<file path="src/rx_pcs_defines.svh">
// =========================================================================
// Width, descrambler and block lock constants of the 64b/66b receive PCS
// Included by the package and by each module that sizes logic from them
// =========================================================================

`ifndef RX_PCS_DEFINES_SVH
`define RX_PCS_DEFINES_SVH

// Transceiver word, bit 0 received first
`define PCS_GT_WIDTH        32

// A 66-bit block is sync header plus payload
`define PCS_PAYLOAD_WIDTH   64
`define PCS_HEADER_WIDTH    2

// Descrambler polynomial x^58 + x^39 + 1
`define PCS_SCR_TAP_A       58
`define PCS_SCR_TAP_B       39

// Headers per window, also the clean run needed for lock
`define PCS_LOCK_COUNT      64
// Invalid headers in one window that drop lock
`define PCS_BAD_LIMIT       16

`endif

</file>
<file path="src/rx_pcs_pkg.sv">
// =========================================================================
// Shared types of the receive PCS, used by the RTL and the testbench
// Always referenced with the rx_pcs_pkg:: scope
// =========================================================================

`include "rx_pcs_defines.svh"

package rx_pcs_pkg;

  // One transceiver word, bit 0 is first on the line
  typedef logic [`PCS_GT_WIDTH-1:0] gt_word_t;

  // Sync header codes
  // First received header bit sits in the LSB
  typedef enum logic [`PCS_HEADER_WIDTH-1:0] {
    SH_BAD0 = 2'b00,
    SH_DATA = 2'b01,
    SH_CTRL = 2'b10,
    SH_BAD3 = 2'b11
  } sync_header_e;

  // Block as rebuilt by the gearbox, payload still scrambled
  typedef struct packed {
    logic [`PCS_HEADER_WIDTH-1:0]  header;
    logic [`PCS_PAYLOAD_WIDTH-1:0] payload;
  } raw_block_t;

  // Classification of a received block
  typedef enum logic [1:0] {
    KIND_DATA  = 2'd0,
    KIND_CTRL  = 2'd1,
    KIND_ERROR = 2'd2
  } block_kind_e;

  // Block as delivered at the top level, payload descrambled
  typedef struct packed {
    block_kind_e                   kind;
    logic [`PCS_PAYLOAD_WIDTH-1:0] payload;
  } rx_block_t;

  // Block lock FSM states
  typedef enum logic [1:0] {
    LOCK_INIT = 2'd0,
    LOCK_TEST = 2'd1,
    LOCK_SLIP = 2'd2,
    LOCK_GOOD = 2'd3
  } lock_state_e;

endpackage

</file>
<file path="src/rx_gearbox.sv">
// =========================================================================
// 32-to-66 receive gearbox
// Collects transceiver words in a bit buffer and emits one block whenever
// 66 bits are present; a slip drops the oldest bit to shift the boundary
// =========================================================================

`include "rx_pcs_defines.svh"

module rx_gearbox (
  input  logic                   gt0_rxusrclk2_i,
  input  logic                   gt0_rxfsmresetdone_i,
  input  rx_pcs_pkg::gt_word_t   gt_word_i,
  input  logic                   slip_i,
  output rx_pcs_pkg::raw_block_t raw_block_o,
  output logic                   block_valid_o
);

  // =========================================================================
  // Sizes
  // =========================================================================

  localparam int GT_W    = `PCS_GT_WIDTH;
  localparam int BLOCK_W = `PCS_HEADER_WIDTH + `PCS_PAYLOAD_WIDTH;
  // At most 65 leftover bits plus one new word
  localparam int BUF_W   = BLOCK_W - 1 + GT_W;
  localparam int FILL_W  = $clog2(BUF_W + 1);

  // Bit 0 of the buffer is the oldest received bit
  logic [BUF_W-1:0]  bit_buf;
  logic [FILL_W-1:0] fill;

  // Buffer after this cycle's word and slip
  logic [BUF_W-1:0]  wide_word;
  logic [BUF_W-1:0]  joined_buf;
  logic [FILL_W-1:0] joined_fill;
  logic              block_ready;

  // =========================================================================
  // Append and slip
  // =========================================================================

  assign wide_word = {{(BUF_W-GT_W){1'b0}}, gt_word_i};

  always_comb begin
    // New word lands right above the buffered bits
    joined_buf  = bit_buf | (wide_word << fill);
    joined_fill = fill + FILL_W'(GT_W);
    // Slip drops the oldest bit
    // The joined buffer always holds a full word, so there is a bit to drop
    if (slip_i) begin
      joined_buf  = joined_buf >> 1;
      joined_fill = joined_fill - 1'b1;
    end
    block_ready = joined_fill >= FILL_W'(BLOCK_W);
  end

  // =========================================================================
  // Buffer and block registers
  // =========================================================================

  always_ff @(posedge gt0_rxusrclk2_i or negedge gt0_rxfsmresetdone_i) begin
    if (!gt0_rxfsmresetdone_i) begin
      bit_buf       <= '0;
      fill          <= '0;
      block_valid_o <= 1'b0;
    end else begin
      // Valid one cycle after the word that completes a block
      block_valid_o <= block_ready;
      if (block_ready) begin
        // Keep only the bits past the emitted block
        bit_buf <= joined_buf >> BLOCK_W;
        fill    <= joined_fill - FILL_W'(BLOCK_W);
      end else begin
        bit_buf <= joined_buf;
        fill    <= joined_fill;
      end
    end
  end

  // Header takes the first two received bits, payload the next 64
  always_ff @(posedge gt0_rxusrclk2_i) begin
    if (block_ready) begin
      raw_block_o.header  <= joined_buf[`PCS_HEADER_WIDTH-1:0];
      raw_block_o.payload <= joined_buf[BLOCK_W-1:`PCS_HEADER_WIDTH];
    end
  end

endmodule

</file>
<file path="src/sh_window_counter.sv">
// =========================================================================
// Sync header window counter
// Counts tested and invalid headers in the current window and flags a
// completed window or a reached invalid limit one cycle after the test
// =========================================================================

`include "rx_pcs_defines.svh"

module sh_window_counter (
  input  logic gt0_rxusrclk2_i,
  input  logic gt0_rxfsmresetdone_i,
  input  logic clear_i,
  input  logic test_i,
  input  logic header_valid_i,
  output logic window_done_o,
  output logic bad_limit_hit_o
);

  localparam int TEST_W = $clog2(`PCS_LOCK_COUNT + 1);
  localparam int BAD_W  = $clog2(`PCS_BAD_LIMIT + 1);

  logic [TEST_W-1:0] test_cnt;
  logic [BAD_W-1:0]  bad_cnt;
  logic [TEST_W-1:0] test_cnt_nxt;
  logic [BAD_W-1:0]  bad_cnt_nxt;
  logic              window_end;
  logic              limit_reached;

  // Counts after the current test
  always_comb begin
    test_cnt_nxt = test_cnt + 1'b1;
    bad_cnt_nxt  = bad_cnt;
    // Invalid count saturates at the limit
    if (!header_valid_i && (bad_cnt != BAD_W'(`PCS_BAD_LIMIT))) begin
      bad_cnt_nxt = bad_cnt + 1'b1;
    end
    window_end    = test_cnt_nxt == TEST_W'(`PCS_LOCK_COUNT);
    limit_reached = bad_cnt_nxt == BAD_W'(`PCS_BAD_LIMIT);
  end

  always_ff @(posedge gt0_rxusrclk2_i or negedge gt0_rxfsmresetdone_i) begin
    if (!gt0_rxfsmresetdone_i) begin
      test_cnt        <= '0;
      bad_cnt         <= '0;
      window_done_o   <= 1'b0;
      bad_limit_hit_o <= 1'b0;
    end else begin
      // Flags are single-cycle
      window_done_o   <= 1'b0;
      bad_limit_hit_o <= 1'b0;
      if (clear_i) begin
        test_cnt <= '0;
        bad_cnt  <= '0;
      end else if (test_i) begin
        window_done_o   <= window_end;
        bad_limit_hit_o <= limit_reached;
        // A full window starts the next one from zero
        if (window_end) begin
          test_cnt <= '0;
          bad_cnt  <= '0;
        end else begin
          test_cnt <= test_cnt_nxt;
          bad_cnt  <= bad_cnt_nxt;
        end
      end
    end
  end

endmodule

</file>
<file path="src/block_lock_fsm.sv">
// =========================================================================
// Block lock FSM
// Tests each sync header, requests gearbox slips while unaligned, and
// holds block lock until too many invalid headers fall in one window
// =========================================================================

module block_lock_fsm (
  input  logic                   gt0_rxusrclk2_i,
  input  logic                   gt0_rxfsmresetdone_i,
  input  rx_pcs_pkg::raw_block_t raw_block_i,
  input  logic                   block_valid_i,
  input  logic                   window_done_i,
  input  logic                   bad_limit_hit_i,
  output logic                   test_o,
  output logic                   header_valid_o,
  output logic                   clear_o,
  output logic                   slip_o,
  output logic                   block_lock_o
);

  rx_pcs_pkg::lock_state_e  state;
  rx_pcs_pkg::lock_state_e  state_nxt;
  rx_pcs_pkg::sync_header_e header;

  // =========================================================================
  // Header test
  // =========================================================================

  assign header = rx_pcs_pkg::sync_header_e'(raw_block_i.header);

  // Only 01 and 10 are legal headers
  assign header_valid_o = (header == rx_pcs_pkg::SH_DATA) ||
                          (header == rx_pcs_pkg::SH_CTRL);

  // Block seen in the slip cycle still has the old alignment
  assign test_o = block_valid_i && (state != rx_pcs_pkg::LOCK_SLIP);

  // =========================================================================
  // State machine
  // =========================================================================

  always_comb begin
    state_nxt = state;
    case (state)
      // Fresh alignment, waiting for the first header
      rx_pcs_pkg::LOCK_INIT: begin
        if (test_o) begin
          state_nxt = header_valid_o ? rx_pcs_pkg::LOCK_TEST : rx_pcs_pkg::LOCK_SLIP;
        end
      end
      // Unlocked, any bad header slips
      // Window flag lands one cycle after its last test
      rx_pcs_pkg::LOCK_TEST: begin
        if (test_o && !header_valid_o) begin
          state_nxt = rx_pcs_pkg::LOCK_SLIP;
        end else if (window_done_i) begin
          state_nxt = rx_pcs_pkg::LOCK_GOOD;
        end
      end
      // One-cycle slip request
      rx_pcs_pkg::LOCK_SLIP: begin
        state_nxt = rx_pcs_pkg::LOCK_INIT;
      end
      // Locked, only the window limit costs lock
      rx_pcs_pkg::LOCK_GOOD: begin
        if (bad_limit_hit_i) begin
          state_nxt = rx_pcs_pkg::LOCK_SLIP;
        end
      end
      default: begin
        state_nxt = rx_pcs_pkg::LOCK_INIT;
      end
    endcase
  end

  always_ff @(posedge gt0_rxusrclk2_i or negedge gt0_rxfsmresetdone_i) begin
    if (!gt0_rxfsmresetdone_i) begin
      state <= rx_pcs_pkg::LOCK_INIT;
    end else begin
      state <= state_nxt;
    end
  end

  // =========================================================================
  // Outputs
  // =========================================================================

  // Counts restart as soon as a slip is decided
  assign clear_o      = (state_nxt == rx_pcs_pkg::LOCK_SLIP) &&
                        (state != rx_pcs_pkg::LOCK_SLIP);
  assign slip_o       = state == rx_pcs_pkg::LOCK_SLIP;
  assign block_lock_o = state == rx_pcs_pkg::LOCK_GOOD;

endmodule

</file>
<file path="src/rx_descrambler.sv">
// =========================================================================
// Self-synchronizing descrambler and block classifier
// Runs on every block so the history stays current, and presents a
// registered block only while block lock is held
// =========================================================================

`include "rx_pcs_defines.svh"

module rx_descrambler (
  input  logic                   gt0_rxusrclk2_i,
  input  logic                   gt0_rxfsmresetdone_i,
  input  rx_pcs_pkg::raw_block_t raw_block_i,
  input  logic                   block_valid_i,
  input  logic                   block_lock_i,
  output rx_pcs_pkg::rx_block_t  rx_block_o,
  output logic                   rx_valid_o
);

  localparam int PAY_W   = `PCS_PAYLOAD_WIDTH;
  localparam int HIST_W  = `PCS_SCR_TAP_A;
  localparam int TAP_GAP = `PCS_SCR_TAP_A - `PCS_SCR_TAP_B;

  // Last 58 received bits, MSB is the most recent one
  logic [HIST_W-1:0]       scr_state;
  // History followed by the new payload, in receive order from bit 0
  logic [PAY_W+HIST_W-1:0] line_bits;
  logic [PAY_W-1:0]        plain;
  rx_pcs_pkg::sync_header_e header;
  rx_pcs_pkg::block_kind_e  kind;

  // =========================================================================
  // Descramble
  // =========================================================================

  assign line_bits = {raw_block_i.payload, scr_state};

  // Each bit XOR the bits 39 and 58 positions earlier
  always_comb begin
    for (int i = 0; i < PAY_W; i++) begin
      plain[i] = line_bits[HIST_W + i] ^ line_bits[TAP_GAP + i] ^ line_bits[i];
    end
  end

  // =========================================================================
  // Classify
  // =========================================================================

  assign header = rx_pcs_pkg::sync_header_e'(raw_block_i.header);

  always_comb begin
    case (header)
      rx_pcs_pkg::SH_DATA: kind = rx_pcs_pkg::KIND_DATA;
      rx_pcs_pkg::SH_CTRL: kind = rx_pcs_pkg::KIND_CTRL;
      default:             kind = rx_pcs_pkg::KIND_ERROR;
    endcase
  end

  // =========================================================================
  // Registers
  // =========================================================================

  always_ff @(posedge gt0_rxusrclk2_i or negedge gt0_rxfsmresetdone_i) begin
    if (!gt0_rxfsmresetdone_i) begin
      scr_state  <= '0;
      rx_valid_o <= 1'b0;
    end else begin
      rx_valid_o <= block_valid_i && block_lock_i;
      // History follows received bits, locked or not
      if (block_valid_i) begin
        scr_state <= raw_block_i.payload[PAY_W-1:PAY_W-HIST_W];
      end
    end
  end

  always_ff @(posedge gt0_rxusrclk2_i) begin
    if (block_valid_i) begin
      rx_block_o.kind    <= kind;
      rx_block_o.payload <= plain;
    end
  end

endmodule

</file>
<file path="src/rx_pcs_top.sv">
// =========================================================================
// 64b/66b receive PCS top level
// Gearbox, block lock, header window counter and descrambler on one clock
// Output is valid-only, there is no ready and no back-pressure
// =========================================================================

module rx_pcs_top (
  input  logic                  gt0_rxusrclk2_i,
  input  logic                  gt0_rxfsmresetdone_i,
  input  rx_pcs_pkg::gt_word_t  gt_word_i,
  output rx_pcs_pkg::rx_block_t rx_block_o,
  output logic                  rx_valid_o,
  output logic                  block_lock_o
);

  // =========================================================================
  // Internal wires
  // =========================================================================

  // Gearbox to lock FSM and descrambler
  rx_pcs_pkg::raw_block_t raw_block;
  logic                   block_valid;
  // Lock FSM back to gearbox
  logic                   slip;
  // Lock FSM and window counter
  logic                   clear;
  logic                   test;
  logic                   header_valid;
  logic                   window_done;
  logic                   bad_limit_hit;

  // =========================================================================
  // Instances
  // =========================================================================

  rx_gearbox u_rx_gearbox (
    .gt0_rxusrclk2_i      (gt0_rxusrclk2_i),
    .gt0_rxfsmresetdone_i (gt0_rxfsmresetdone_i),
    .gt_word_i            (gt_word_i),
    .slip_i               (slip),
    .raw_block_o          (raw_block),
    .block_valid_o        (block_valid)
  );

  block_lock_fsm u_block_lock_fsm (
    .gt0_rxusrclk2_i      (gt0_rxusrclk2_i),
    .gt0_rxfsmresetdone_i (gt0_rxfsmresetdone_i),
    .raw_block_i          (raw_block),
    .block_valid_i        (block_valid),
    .window_done_i        (window_done),
    .bad_limit_hit_i      (bad_limit_hit),
    .test_o               (test),
    .header_valid_o       (header_valid),
    .clear_o              (clear),
    .slip_o               (slip),
    .block_lock_o         (block_lock_o)
  );

  sh_window_counter u_sh_window_counter (
    .gt0_rxusrclk2_i      (gt0_rxusrclk2_i),
    .gt0_rxfsmresetdone_i (gt0_rxfsmresetdone_i),
    .clear_i              (clear),
    .test_i               (test),
    .header_valid_i       (header_valid),
    .window_done_o        (window_done),
    .bad_limit_hit_o      (bad_limit_hit)
  );

  // Lock flag also gates the block output
  rx_descrambler u_rx_descrambler (
    .gt0_rxusrclk2_i      (gt0_rxusrclk2_i),
    .gt0_rxfsmresetdone_i (gt0_rxfsmresetdone_i),
    .raw_block_i          (raw_block),
    .block_valid_i        (block_valid),
    .block_lock_i         (block_lock_o),
    .rx_block_o           (rx_block_o),
    .rx_valid_o           (rx_valid_o)
  );

endmodule

</file>
<file path="config.mk">
export PLATFORM = sky130hd
export DESIGN_NAME = rx_pcs_top
export DESIGN_NICKNAME = d
export VERILOG_FILES = /design/src/rx_pcs_pkg.sv /design/src/rx_gearbox.sv /design/src/sh_window_counter.sv /design/src/block_lock_fsm.sv /design/src/rx_descrambler.sv /design/src/rx_pcs_top.sv
export VERILOG_INCLUDE_DIRS = /design/src /design/src/src
export SDC_FILE = /design/constraint.sdc
export NUM_CORES = 1
export LEC_CHECK = 0
export BUFFER_PORTS_ARGS = -buffer_cell sky130_fd_sc_hd__buf_4
export CAP_MARGIN = 20
export CORE_ASPECT_RATIO = 1.2
export CORE_MARGIN = 5
export CORE_UTILIZATION = 50
export DETAILED_ROUTE_END_ITERATION = 10
export GPL_TIMING_DRIVEN = 0
export PLACE_DENSITY_LB_ADDON = 0.1
export SYNTH_ARGS = -nofsm -noshare
export SYNTH_HDL_FRONTEND = slang
export SYNTH_SLANG_ARGS = --single-unit
export TNS_END_PERCENT = 30
</file>
<file path="constraint.sdc">
create_clock -name gt0_rxusrclk2_i -period 9.7 [get_ports gt0_rxusrclk2_i]
set_clock_uncertainty 0.1 [all_clocks]
set_input_delay 0.485 -clock gt0_rxusrclk2_i [delete_from_list [all_inputs] [get_ports gt0_rxusrclk2_i]]
set_output_delay 0.485 -clock gt0_rxusrclk2_i [all_outputs]
set_load 0.005 [all_outputs]
</file>
Yosys cells after proc, flatten, opt, wreduce, memory -nomap -nowiden --
Cells that the tools add are included. W data, S select, Z words.
Storage, ports and cells: output and inout bits 68, bits in registers 312, input port bits 34
Operators by class: bitwise gates (word level) 129, shift operators 1, muxes and demuxes 22, add/subtract/negate cells 5, equal/unequal tests 10, magnitude comparators 1, reduce and logical (&&, ||, !) cells 9
Operators by type and width (number):
- $mux W97 | 2
- $xor A1 B1 Y1 | 128
- $or A97 B97 Y97 | 1
- $shl A32 B7 Y97 | 1
- $mux W7 | 5
- $mux W5 | 4
- $mux W2 | 5
- $eq A2 B2 Y1 const B | 4
- $pmux W2 S4 | 1
- $add A7 B1 Y7 const B | 1
- $add A7 B6 Y7 const B | 1
- $eq A7 B7 Y1 const B | 1
- $ge A7 B7 Y1 const B | 1
- $sub A7 B1 Y7 const B | 1
- $sub A7 B7 Y7 const B | 1
- $add A5 B1 Y5 const B | 1
- $eq A5 B5 Y1 const B | 1
- $logic_and A1 B1 Y1 | 5
- $ne A5 B5 Y1 const B | 1
- $eq A2 B1 Y1 const B | 2
- $mux W1 | 4
- $pmux W2 S2 | 1
- $logic_not A2 Y1 | 1
- $ne A2 B2 Y1 const B | 1
- other kinds (3) | 3

Depth between registers and ports, before layout --
Gate-level depths: netlist of run 1.
depth in word-level cells 9, mapped depth 14, gate-level depth less buffers 11

By module --
Synthesis of run 1 repeated with hierarchy kept, for this count alone.
Unflattened totals: cell total of the unflattened synthesis 1471, area, all modules 18213.7 sq um
By module, submodules not included:
- rx_gearbox | cells an instance 1106, instances 1, area each 11464.7 sq um
- rx_descrambler | cells an instance 257, instances 1, area each 5746.8 sq um
- sh_window_counter | cells an instance 96, instances 1, area each 873.3 sq um
- block_lock_fsm | cells an instance 12, instances 1, area each 128.9 sq um

Worst setup path after synthesis of run 1 --
Ideal clock, no wire load.
kind register -> register, start point register u_rx_gearbox.fill[0], end point register u_rx_gearbox.raw_block_o[0] (netlist name), enable pin, setup slack 5.816 ns, required time 9.203 ns, stages on the path, launching flop included 14, clock period less this slack 3.884 ns, library setup time 0.397 ns, path buffers 4, arrival time 3.387 ns, cell sequence dfrtp_1 > buf_2 > inv_1 > buf_1 > ha_1 > nand3b_1 > xnor2_1 > inv_1 > ha_1 > o31ai_1 > o31ai_4 > inv_2 > buf_2 > buf_2
On the way: longest elaborated chain between the ends 4
RTL lines:
- from (decl) | RTL line rx_gearbox.sv:30 | logic [FILL_W-1:0] fill;
- from (signal assigned) | RTL line rx_gearbox.sv:72 | fill <= joined_fill - FILL_W'(BLOCK_W);
- from (signal assigned) | RTL line rx_gearbox.sv:75 | fill <= joined_fill;
- $add A7 B6 Y7 (*) | RTL line rx_gearbox.sv:47 | joined_fill = fill + FILL_W'(GT_W);
- $sub A7 B1 Y7 | RTL line rx_gearbox.sv:52 | joined_fill = joined_fill - 1'b1;
- $mux W7 (*) | RTL line rx_gearbox.sv:50 | if (slip_i) begin
- $ge A7 B7 Y1 (*) | RTL line rx_gearbox.sv:54 | block_ready = joined_fill >= FILL_W'(BLOCK_W);
- via u_rx_gearbox.block_ready | RTL line rx_gearbox.sv:36 | logic block_ready;
- to (decl) | RTL line rx_gearbox.sv:14 | output rx_pcs_pkg::raw_block_t raw_block_o,
Mark *: on every way through the listed nets, which the timed path passes. The rest lies on a longest branch. A chain may end at the register's enable or synchronous reset.

Final worst setup path of run 1 --
start point register u_rx_gearbox.fill[0], end point register u_rx_gearbox.raw_block_o[53] (netlist name), enable pin
Same word-level chain as after synthesis.

==> metrics.md, run 1 <==
| Metric | Value |
|---|---|
| Critical Path Max Stage Delay | `0.57 ns` |
| Num CTS Buffers | `34` |
| Most frequent cells in the layout | `dfrtp_1, xnor2_1, edfxtp_1` |
| #FFs+latches synth | `312` |
| Type of the worst setup path | `reg2reg` |
| Register area share after synthesis | `50.5%` |
| Area Growth Syn to Fin | `15.6%` |
| Grt ovf | `0` |
| Core area | `33200 sq um` |
| GRT Util Overall | `33.4%` |
| Hold Crit Class | `reg2reg` |
| CP max-delay cell | `buf_1` |
| Unique cell type count in the Yosys netlist | `80` |
| Post-CTS Resized | `0` |
| CP endpoint kind | `register` |
| Detailed-route via count | `13351` |
| Root Buffer Master | `clkbuf_16` |
| Crit-path leading delay family | `buffers and inverters` |
| DR WL/cell | `30.5 um` |
| Chip width | `177 um` |
| Mapped Cells | `1429` |
| Post-synthesis cell area | `16800 sq um` |
| Routability Congestion | `1.05` |
| Crit path time final | `4.41 ns` |
| CP cell instances | `buf_2, inv_1, buf_1, ha_1, nand3b_1, xnor2_1, inv_1, ha_1, o31ai_1, o31ai_4, inv_2, buf_2, buf_4, buf_16` |
| Worst Setup EP | `u_rx_gearbox.raw_block_o[53]` |
| Routed wire length | `62600 um` |
| CP arrival | `4.48 ns` |
| Worst Tran Pin Value | `1.25 ns` |
| Clock latency on the worst-skew pair | `0.53 ns` |
| Bufs on Longest Clock Path | `3` |
| DRC viols | `0` |
| Top_reg_cell synth | `dfrtp_1` |
| Type of origin of the critical path | `register` |
| Nets | `1618` |
| Max_slew headroom | `15.7%` |
| DRT iter0 DRCs | `1548` |
| Initial Utilization | `50.6%` |
| CP Max Fanout | `69` |
| Fmax | `0.227 GHz` |
| Syn Nets | `1469` |
| Number of antenna-violating nets in the routed design | `0` |
| CTS clk-pin slew, worst paths | `0.06 ns` |
| Status | `complete, no violations` |
| CTS tree | `yes` |
| Worst path bufs/invs | `8` |
| Syn avg cell area | `11.7 sq um` |
| Reg2reg start | `u_rx_gearbox.fill[0]` |
| Fill count | `2838` |
| H-tree lvl count | `2` |
| Post-DP HPWL | `48000 um` |
| Max_cap viols | `0` |
| Reg area | `8470 sq um` |
| First drt pass iteration count | `7` |
| Unrepaired setup endpoints after global routing | `no` |
| RR Endpoint | `u_rx_gearbox.raw_block_o[53]` |
| Worst setup startpoint | `u_rx_gearbox.fill[0]` |
| Row count | `73` |
| Largest net degree at the start of global routing | `96` |
| Max Transition Viols Final | `0` |
| DR vias/cell | `6.50` |
| Leading cell type in the layout, fill and taps excluded | `dfrtp_1` |
| First-pass GRT wire length | `91000 um` |
| YS warnings | `0` |
| Area of the multi-input gates | `7800 sq um` |
| Post-synth EDFFs | `132` |
| Reg2Reg Depth | `14` |
| IO Port Bufs | `101` |
| Critical path depth in cells | `14` |
| Die Height | `211 um` |
| Hold Fails Final Rpt | `0` |
| Initial antenna violation count | `1` |
| Layout cells sized above 1 | `21.6%` |
| Final setup TNS | `0 ns` |
| Setup violators final | `0` |
| Vias in the first global route | `13548` |
| Crit share post-route | `45.4%` |
| Req. time, crit path | `9.77 ns` |
| Reg2reg setup slack | `5.29 ns` |
| FFs w/ async S/R, synth | `57.7%` |
| Die ar. | `37300 sq um` |
| Clock sink count | `312` |
| I/O pin cnt | `102` |
what timing repair did:
action                    4_1_cts  5_1_grt
hold buffers                    1        0
setup buffers                   0        0
hold endpoints to repair       94        0
area by class of cell:
class                   count  area share (%)
inverters                  28           0.542
flip-flops and latches    312            43.6
multi-input cells         991            40.2
plain buffers              98            2.13
clock buffers              48            4.81
repair buffers            113            4.60
well taps                 450            2.90
diodes                      1          0.0129
clock inverters            14            1.15
synth_stat cells, types with 18 or more instances:
master,number,share of area (%)
nand3_1,19,0.57
edfxtp_1,132,24
dfrtp_1,180,27
mux2_2,92,6.2
and2_1,24,0.89
mux2i_1,30,1.8
o21ai_0,25,0.75
o31ai_1,24,1.1
nand2_1,56,1.3
nor2_1,109,2.4
clkbuf_1,66,1.5
a21oi_1,75,2.2
a211oi_1,51,2.3
inv_1,25,0.56
a31oi_1,18,0.67
xnor2_1,139,7.3
nor3_1,35,1.0
mux4_2,44,5.9
cell families (layout without fill, tap and decap cells):
group / after synthesis / after routing / share of synthesized area, %
flops: 312 / 312 / 50.5
other cells: 0 / 1 / 0
compound gates: 350 / 350 / 15.0
xor+xnor: 146 / 146 / 7.62
buf+inv: 126 / 301 / 3.07
simple gates: 316 / 316 / 9.06
fa+ha+maj: 6 / 6 / 0.447
mux: 173 / 173 / 14.4
metal layers:
layer	wire, um	global-route usage [%]
met5	11	0
met4	5640	24.0
met3	5420	6.86
met2	28600	53.0
met1	22900	40.8
worst min-delay path: stages, from the launching register on:
cell	delay [ns]
dfrtp_1	0.31
o21ai_0	0.07
o21ai_0	0.09
flip-flops by register name, indices dropped and copies added (netlist names):
signal / cells
u_sh_window_counter.bad_cnt: 5
u_rx_gearbox.block_valid_o: 1
u_rx_descrambler.scr_state: 58
u_sh_window_counter.window_done_o: 1
u_rx_gearbox.fill: 7
u_rx_gearbox.bit_buf: 97
u_sh_window_counter.test_cnt: 7
u_rx_descrambler.rx_block_o: 66
u_rx_descrambler.rx_valid_o: 1
u_block_lock_fsm.state: 2
u_rx_gearbox.raw_block_o: 66
u_sh_window_counter.bad_limit_hit_o: 1
worst min path at each step:
stage / end / cells after the start / from
floorplan: u_block_lock_fsm.state[0] / 0 / gt0_rxfsmresetdone_i
global placement: u_block_lock_fsm.state[1] / 2 / u_sh_window_counter.window_done_o
detailed placement: u_block_lock_fsm.state[1] / 2 / u_sh_window_counter.window_done_o
CTS: u_block_lock_fsm.state[1] / 2 / u_sh_window_counter.window_done_o
global route: u_rx_descrambler.scr_state[21] / 1 / u_rx_gearbox.raw_block_o[27]
finish: u_block_lock_fsm.state[1] / 2 / u_sh_window_counter.window_done_o
per-stage QoR:
| step | instance area, sq um | instances | utilization (%) | hold WS [ns] | setup WS, ns |
|---|---|---|---|---|---|
| floorplan | 16800 | 1429 | - | 0.0894 | 5.82 |
| global placement | 18100 | 1980 | 54.6 | 0.393 | 4.54 |
| detailed placement | 18200 | 1990 | 55.0 | 0.402 | 5.31 |
| CTS | 19400 | 2053 | 58.5 | 0.421 | 5.29 |
| global route | 19400 | 2054 | 58.5 | 0.446 | 5.07 |
| finish | 19400 | 2055 | 58.5 | 0.413 | 5.29 |
Power of run 1 is left out: the tool's default activity adds up to more than one toggle a clock period on the data nets, which glitch-free logic cannot reach.
==> run 2, diff against run 1 <==
--- a/config.mk
+++ b/config.mk
@@ -6,6 +6,7 @@
 export SDC_FILE = /design/constraint.sdc
 export NUM_CORES = 1
 export LEC_CHECK = 0
+export ABC_AREA = 1
 export BUFFER_PORTS_ARGS = -buffer_cell sky130_fd_sc_hd__buf_4
 export CAP_MARGIN = 20
 export CORE_ASPECT_RATIO = 1.2
==> constraint.sdc (replaced) <==
create_clock -name gt0_rxusrclk2_i -period 3.75 [get_ports gt0_rxusrclk2_i]
set_clock_uncertainty 0.1 [all_clocks]
set_input_delay 0.1875 -clock gt0_rxusrclk2_i [delete_from_list [all_inputs] [get_ports gt0_rxusrclk2_i]]
set_output_delay 0.1875 -clock gt0_rxusrclk2_i [all_outputs]
set_load 0.005 [all_outputs]
==> metrics.md, run 2 <==
| Metric | Value |
|---|---|
| Vias in the first global route | `14940 (+10%)` |
| Post-synth EDFFs | `132 (unchanged)` |
| Hold Crit Class | `in2async` |
| Reg2reg setup slack | `0.20 ns (-5.10 ns)` |
| Worst path bufs/invs | `3 (-5)` |
| Core area | `33200 sq um (unchanged)` |
| Largest regs | `u_rx_gearbox.bit_buf (97), u_rx_descrambler.rx_block_o (66), u_rx_gearbox.raw_block_o (66)` |
| Req. time, crit path | `3.88 ns (-5.89 ns)` |
| Fill count | `3078 (+8.5%)` |
| Bufs on Longest Clock Path | `3 (unchanged)` |
| Cell mode on critical path | `clkbuf_1` |
| Syn Nets | `2074 (+41%)` |
| Row count | `73 (unchanged)` |
| DRC viols | `0 (unchanged)` |
| Critical path depth in cells | `7 (-7)` |
| Leading cell type in the layout, fill and taps excluded | `nand2_1` |
| Area of the multi-input gates | `7150 sq um (-8.4%)` |
| GRT Util Overall | `33.9% (+0.46 points)` |
| CP max-delay cell | `o21ai_0` |
| Status | `complete, no violations` |
| Reg2reg start | `u_rx_gearbox.fill[4]` |
| CP cell instances | `clkbuf_1, inv_1, clkbuf_1, nand4_1, nor2_1, a21oi_1, o21ai_0` |
| Postcts setup bufs | `0 (unchanged)` |
| Area Growth Syn to Fin | `14.1%` |
| Reg2Reg Depth | `7 (-7)` |
| DR vias/cell | `5.76 (-11%)` |
| DRT iter0 DRCs | `1516 (-2.1%)` |
| Worst setup startpoint | `u_rx_gearbox.fill[4]` |
| Clock latency on the worst-skew pair | `0.58 ns (+0.05 ns)` |
| Largest register FFs | `97 (unchanged)` |
| Largest net degree at the start of global routing | `98 (+2.1%)` |
| Synth top area cells | `dfrtp_1, edfxtp_1, nand3_1` |
| Clock sink count | `312 (unchanged)` |
| CP arrival | `3.69 ns (-0.79 ns)` |
| Unique cell type count in the Yosys netlist | `40 (-50%)` |
| Max_slew headroom | `23.2% (+7.5 points)` |
| Initial antenna violation count | `1 (unchanged)` |
| Routability Congestion | `1.02 (-3.3%)` |
| #FFs+latches synth | `312 (unchanged)` |
| Reg area | `8470 sq um (unchanged)` |
| First-pass GRT wire length | `93300 um (+2.5%)` |
| Crit share post-route | `94.7% (+49 points)` |
| Hold Fails Final Rpt | `0 (unchanged)` |
| Type of the worst setup path | `reg2reg` |
| Initial Utilization | `50.6% (about the same)` |
| Max_cap viols | `0 (unchanged)` |
| Final setup margin | `0.197 ns (-5.10 ns)` |
| Number of antenna-violating nets in the routed design | `0 (unchanged)` |
| Final setup TNS | `0 ns (unchanged)` |
| Setup violators final | `0 (unchanged)` |
| I/O pin cnt | `102 (unchanged)` |
| Register area share after synthesis | `50.5% (about the same)` |
| Post-synth top cells | `nand2_1, nand3_1, dfrtp_1` |
| Layout Utilization | `57.7% (-0.80 points)` |
| Die ar. | `37300 sq um (about the same)` |
| Top_reg_cell synth | `dfrtp_1` |
| Critical Path Max Stage Delay | `0.82 ns (+0.25 ns)` |
| IO Port Bufs | `101 (unchanged)` |
| Syn avg cell area | `8.25 sq um (-30%)` |
| Worst Setup EP | `u_rx_gearbox.raw_block_o[0]` |
| YS warnings | `0 (unchanged)` |
| Crit-path leading delay family | `buffers and inverters` |
| Root Buffer Master | `clkbuf_16` |
| Num CTS Buffers | `30 (-12%)` |
| Largest area contributor in the netlist | `dfrtp_1` |
| Type of origin of the critical path | `register` |
| Fmax | `0.281 GHz (+24%)` |
| FFs w/ async S/R, synth | `57.7% (unchanged)` |
| Detailed-route via count | `15223 (+14%)` |
| Most frequent cells in the layout | `nand2_1, nand3_1, dfrtp_1` |
| Die Height | `211 um (about the same)` |
| CP endpoint kind | `register` |
| First drt pass iteration count | `6 (-1)` |
| Routed wire length | `63800 um (+2.0%)` |
| Biggest register | `u_rx_gearbox.bit_buf` |
| Top cell type's share of synthesized area | `26.9% (about the same)` |
| Chip width | `177 um (about the same)` |
| Worst Tran Pin Value | `1.15 ns (-0.100 ns)` |
| CTS clk-pin slew, worst paths | `0.07 ns (about the same)` |
| Grt ovf | `0 (unchanged)` |
| Post-synthesis cell area | `16800 sq um (about the same)` |
| Max Transition Viols Final | `0 (unchanged)` |
| CP Max Fanout | `10 (-86%)` |
| Hold WS | `0.0882 ns (-0.325 ns)` |
| Unrepaired setup endpoints after global routing | `yes` |
| Mapped Cells | `2034 (+42%)` |
| RR Endpoint | `u_rx_gearbox.raw_block_o[0]` |
| H-tree lvl count | `1 (-1)` |
| DR WL/cell | `24.1 um (-21%)` |
| Most numerous cell in the Yosys netlist | `nand2_1` |
| Layout cells sized above 1 | `9.02% (-13 points)` |
| Dpl ws | `-0.0874 ns (-5.40 ns)` |
| Crit path time final | `3.55 ns (-0.853 ns)` |
| CTS tree | `yes` |
| Nets | `2210 (+37%)` |
| Post-DP HPWL | `50800 um (+5.9%)` |
[run 2: changes by cell type after synthesis, sizes merged, moves of 49 or more]
cell    previous run  this run
a211oi            51         2
o21ai             31        96
nand3             19       401
inv               27       182
xnor2            139        70
nand2             56       523
mux2              99         0
xor2               7        72
[run 2: kinds of logic after synthesis]
family | synth area share, %
AOI/OAI and AO/OA | 6.07
DFF | 50.5
buffers and inverters | 6.91
and+or+nand+nor | 28.6
adders and majority gates | 0.448
xor gates and xnor gates | 7.46
[run 2: through the flow]
stage | instances | instance area (sq um)
2_1_floorplan | 2034 | 16800
3_3_place_gp | 2585 | 18100
5_1_grt | 2644 | 19100
3_5_place_dp | 2587 | 18200
6_report | 2645 | 19100
4_1_cts | 2644 | 19100
[run 2: how the worst min path moves through the flow]
stage | from | endpoint | slack (ns) | cells past startpoint
global route | gt0_rxfsmresetdone_i | u_rx_gearbox.bit_buf[83] | 0.18 | 2
finish | gt0_rxfsmresetdone_i | u_rx_gearbox.bit_buf[83] | 0.09 | 2
floorplan | gt0_rxfsmresetdone_i | u_block_lock_fsm.state[0] | -0.21 | 0
global placement | u_sh_window_counter.bad_limit_hit_o | u_block_lock_fsm.state[0] | 0.36 | 1
CTS | gt0_rxfsmresetdone_i | u_rx_gearbox.bit_buf[83] | 0.14 | 2
detailed placement | gt0_rxfsmresetdone_i | u_rx_gearbox.bit_buf[83] | 0.15 | 1
[run 2: layer usage]
metal  share of wire (%)  GRT usage, %  vias to the layer above
li1                    -             -                     6982
met1                  35          38.4                     7242
met2                  50          59.5                      773
met3                 7.0          4.64                      226
met4                 8.2          22.4                        0
met5                   0             0                        -
[run 2: what timing repair did]
item / 4_1_cts / 5_1_grt
setup endpoints to repair: 66 / 75
hold buffers: 1 / 0
gates resized for setup: 1 / 3
hold endpoints to repair: 83 / 0
[run 2: layout make-up]
| cell class | count | area share (%) |
|---|---|---|
| Timing Repair Buffer | 104 | 4.30 |
| Clock inverter | 18 | 0.771 |
| Buffer | 108 | 2.54 |
| Sequential cell | 312 | 44.3 |
| Inverter | 183 | 3.60 |
| Clock buffer | 38 | 4.24 |
| Tap cell | 450 | 2.94 |
| Antenna cell | 1 | 0.0131 |
| Multi-Input combinational cell | 1431 | 37.3 |
Power of run 2 is left out for the same reason.
==> run 3, diff against run 2 <==
--- a/config.mk
+++ b/config.mk
@@ -10,7 +10,7 @@
 export BUFFER_PORTS_ARGS = -buffer_cell sky130_fd_sc_hd__buf_4
 export CAP_MARGIN = 20
 export CORE_ASPECT_RATIO = 1.2
-export CORE_MARGIN = 5
+export CORE_MARGIN = 4
 export CORE_UTILIZATION = 50
 export DETAILED_ROUTE_END_ITERATION = 10
 export GPL_TIMING_DRIVEN = 0
==> metrics.md, run 3 (synthesized netlist as in run 2, its figures left out) <==
| Metric | Value |
|---|---|
| Initial antenna violation count | `0 (-1)` |
| Nets | `2211 (+0.045%)` |
| Crit share post-route | `98.9% (+4.2 points)` |
| First drt pass iteration count | `8 (+2)` |
| Vias in the first global route | `14744 (-1.3%)` |
| Largest register FFs | `97 (unchanged)` |
| Largest regs | `u_rx_gearbox.bit_buf (97), u_rx_descrambler.rx_block_o (66), u_rx_gearbox.raw_block_o (66)` |
| Row count | `73 (unchanged)` |
| Initial Utilization | `50.6% (unchanged)` |
| Routability Congestion | `1.04 (+2.2%)` |
| Worst path bufs/invs | `3 (unchanged)` |
| Bufs on Longest Clock Path | `3 (unchanged)` |
| Hold Fails Final Rpt | `0 (unchanged)` |
| Most frequent cells in the layout | `nand2_1, nand3_1, dfrtp_1` |
| Req. time, crit path | `3.88 ns (about the same)` |
| Grt ovf | `0 (unchanged)` |
| Detailed-route via count | `15047 (-1.2%)` |
| I/O pin cnt | `102 (unchanged)` |
| CTS clk-pin slew, worst paths | `0.06 ns (about the same)` |
| Setup violators final | `0 (unchanged)` |
| Post-DP HPWL | `49000 um (-3.6%)` |
| Max_cap viols | `0 (unchanged)` |
| Num CTS Buffers | `31 (+3.3%)` |
| CP Max Fanout | `10 (unchanged)` |
| Worst Setup EP | `u_rx_gearbox.raw_block_o[0]` |
| DRT iter0 DRCs | `1426 (-5.9%)` |
| DR WL/cell | `23.5 um (-2.5%)` |
| Max_slew headroom | `25.1% (+1.8 points)` |
| Clock latency on the worst-skew pair | `0.58 ns (about the same)` |
| Area Growth Syn to Fin | `14.4%` |
| DR vias/cell | `5.69 (-1.2%)` |
| Unrepaired setup endpoints after global routing | `no` |
| Routed wire length | `62300 um (-2.4%)` |
| Placed cell areas | `18200 sq um (unchanged)` |
| Crit path time final | `3.71 ns (+0.156 ns)` |
| Postcts setup bufs | `0 (unchanged)` |
| Fmax | `0.270 GHz (-4.2%)` |
| Reg2reg start | `u_rx_gearbox.fill[4]` |
| Critical Path Max Stage Delay | `0.76 ns (-0.06 ns)` |
| Type of origin of the critical path | `register` |
| CP endpoint kind | `register` |
| Core area | `33200 sq um (unchanged)` |
| GRT Util Overall | `33.7% (-0.20 points)` |
| Cell mode on critical path | `clkbuf_1` |
| Max Transition Viols Final | `0 (unchanged)` |
| CTS tree | `yes` |
| Hold Crit Class | `in2async` |
| IO Port Bufs | `101 (unchanged)` |
| CP cell instances | `clkbuf_1, inv_1, clkbuf_1, nand4_1, nor2_1, a21oi_1, o21ai_0` |
| Clock sink count | `312 (unchanged)` |
| Biggest register | `u_rx_gearbox.bit_buf` |
| Final setup TNS | `0 ns (unchanged)` |
| Worst setup startpoint | `u_rx_gearbox.fill[4]` |
| Leading cell type in the layout, fill and taps excluded | `nand2_1` |
| Crit-path leading delay family | `buffers and inverters` |
| Status | `complete, no violations` |
| First-pass GRT wire length | `92300 um (-1.1%)` |
| Post-route cell area | `19200 sq um (+0.26%)` |
| Worst Tran Pin Value | `1.11 ns (-0.0390 ns)` |
| Type of the worst setup path | `reg2reg` |
| CP arrival | `3.84 ns (+0.15 ns)` |
| Largest net degree at the start of global routing | `115 (+17%)` |
| CP max-delay cell | `o21ai_0` |
| Root Buffer Master | `clkbuf_16` |
| Reg2Reg Depth | `7 (unchanged)` |
| H-tree lvl count | `1 (unchanged)` |
| Layout cells sized above 1 | `9.02% (about the same)` |
| Die Height | `209 um (-0.95%)` |
| Reg2reg setup slack | `0.04 ns (-0.16 ns)` |
| Chip width | `175 um (-1.1%)` |
| Number of antenna-violating nets in the routed design | `0 (unchanged)` |
| Die ar. | `36600 sq um (-2.1%)` |
| RR Endpoint | `u_rx_gearbox.raw_block_o[0]` |
| Critical path depth in cells | `7 (unchanged)` |
| DRC viols | `0 (unchanged)` |
run 3: through the flow:
stage          utilization [%]  std cells  worst slack, ns  hold slack, ns
2_1_floorplan                -       2034            0.249          -0.208
3_3_place_gp              54.6       2585           -0.570           0.360
3_5_place_dp              54.8       2587           -0.126          0.0886
4_1_cts                   57.8       2645           0.0392          0.0727
5_1_grt                   57.9       2645           0.0390           0.124
6_report                  57.9       2646           0.0409          0.0714
run 3: cell type report:
| type | count | area (sq um) |
|---|---|---|
| antenna | 1 | 2.50 |
| buffer | 108 | 485 |
| clock buffer | 42 | 837 |
| clock inverter | 15 | 173 |
| fill | 3064 | 14000 |
| inverter | 183 | 689 |
| multi-input combinational | 1431 | 7150 |
| sequential | 312 | 8470 |
| tap | 450 | 563 |
| timing repair buffer | 104 | 823 |
run 3: repair_timing:
| item | 4_1_cts | 5_1_grt |
|---|---|---|
| hold buffers | 1 | 0 |
| endpoints found under the setup margin | 74 | 75 |
| hold endpoints to repair | 66 | 0 |
| gates resized for setup | 1 | 3 |
| gates cloned | 0 | 0 |
run 3: worst min path at each step:
stage                                endpoint  slack [ns]
5_1_grt        u_sh_window_counter.bad_cnt[1]        0.12
6_report       u_sh_window_counter.bad_cnt[0]        0.07
3_3_place_gp        u_block_lock_fsm.state[0]        0.36
2_1_floorplan       u_block_lock_fsm.state[0]       -0.21
4_1_cts        u_sh_window_counter.bad_cnt[0]        0.07
3_5_place_dp   u_sh_window_counter.bad_cnt[0]        0.09
run 3: worst reg2reg max path: cells and delay by family, from the launching register on:
family | cells | cell delay, ns
buffers and inverters | 3 | 1.05
and+or+nand+nor | 2 | 0.98
AOI/OAI and AO/OA | 2 | 0.88
DFF | 1 | 0.36
run 3: layer usage:
| metal | global-route usage (%) | part of all wire, % | vias up |
|---|---|---|---|
| met2 | 56.1 | 47 | 718 |
| li1 | - | - | 6989 |
| met1 | 39.8 | 36 | 7097 |
| met3 | 4.13 | 6.7 | 243 |
| met4 | 25.5 | 9.9 | 0 |
| met5 | 0 | 0 | - |
Power of run 3 is left out for the same reason.
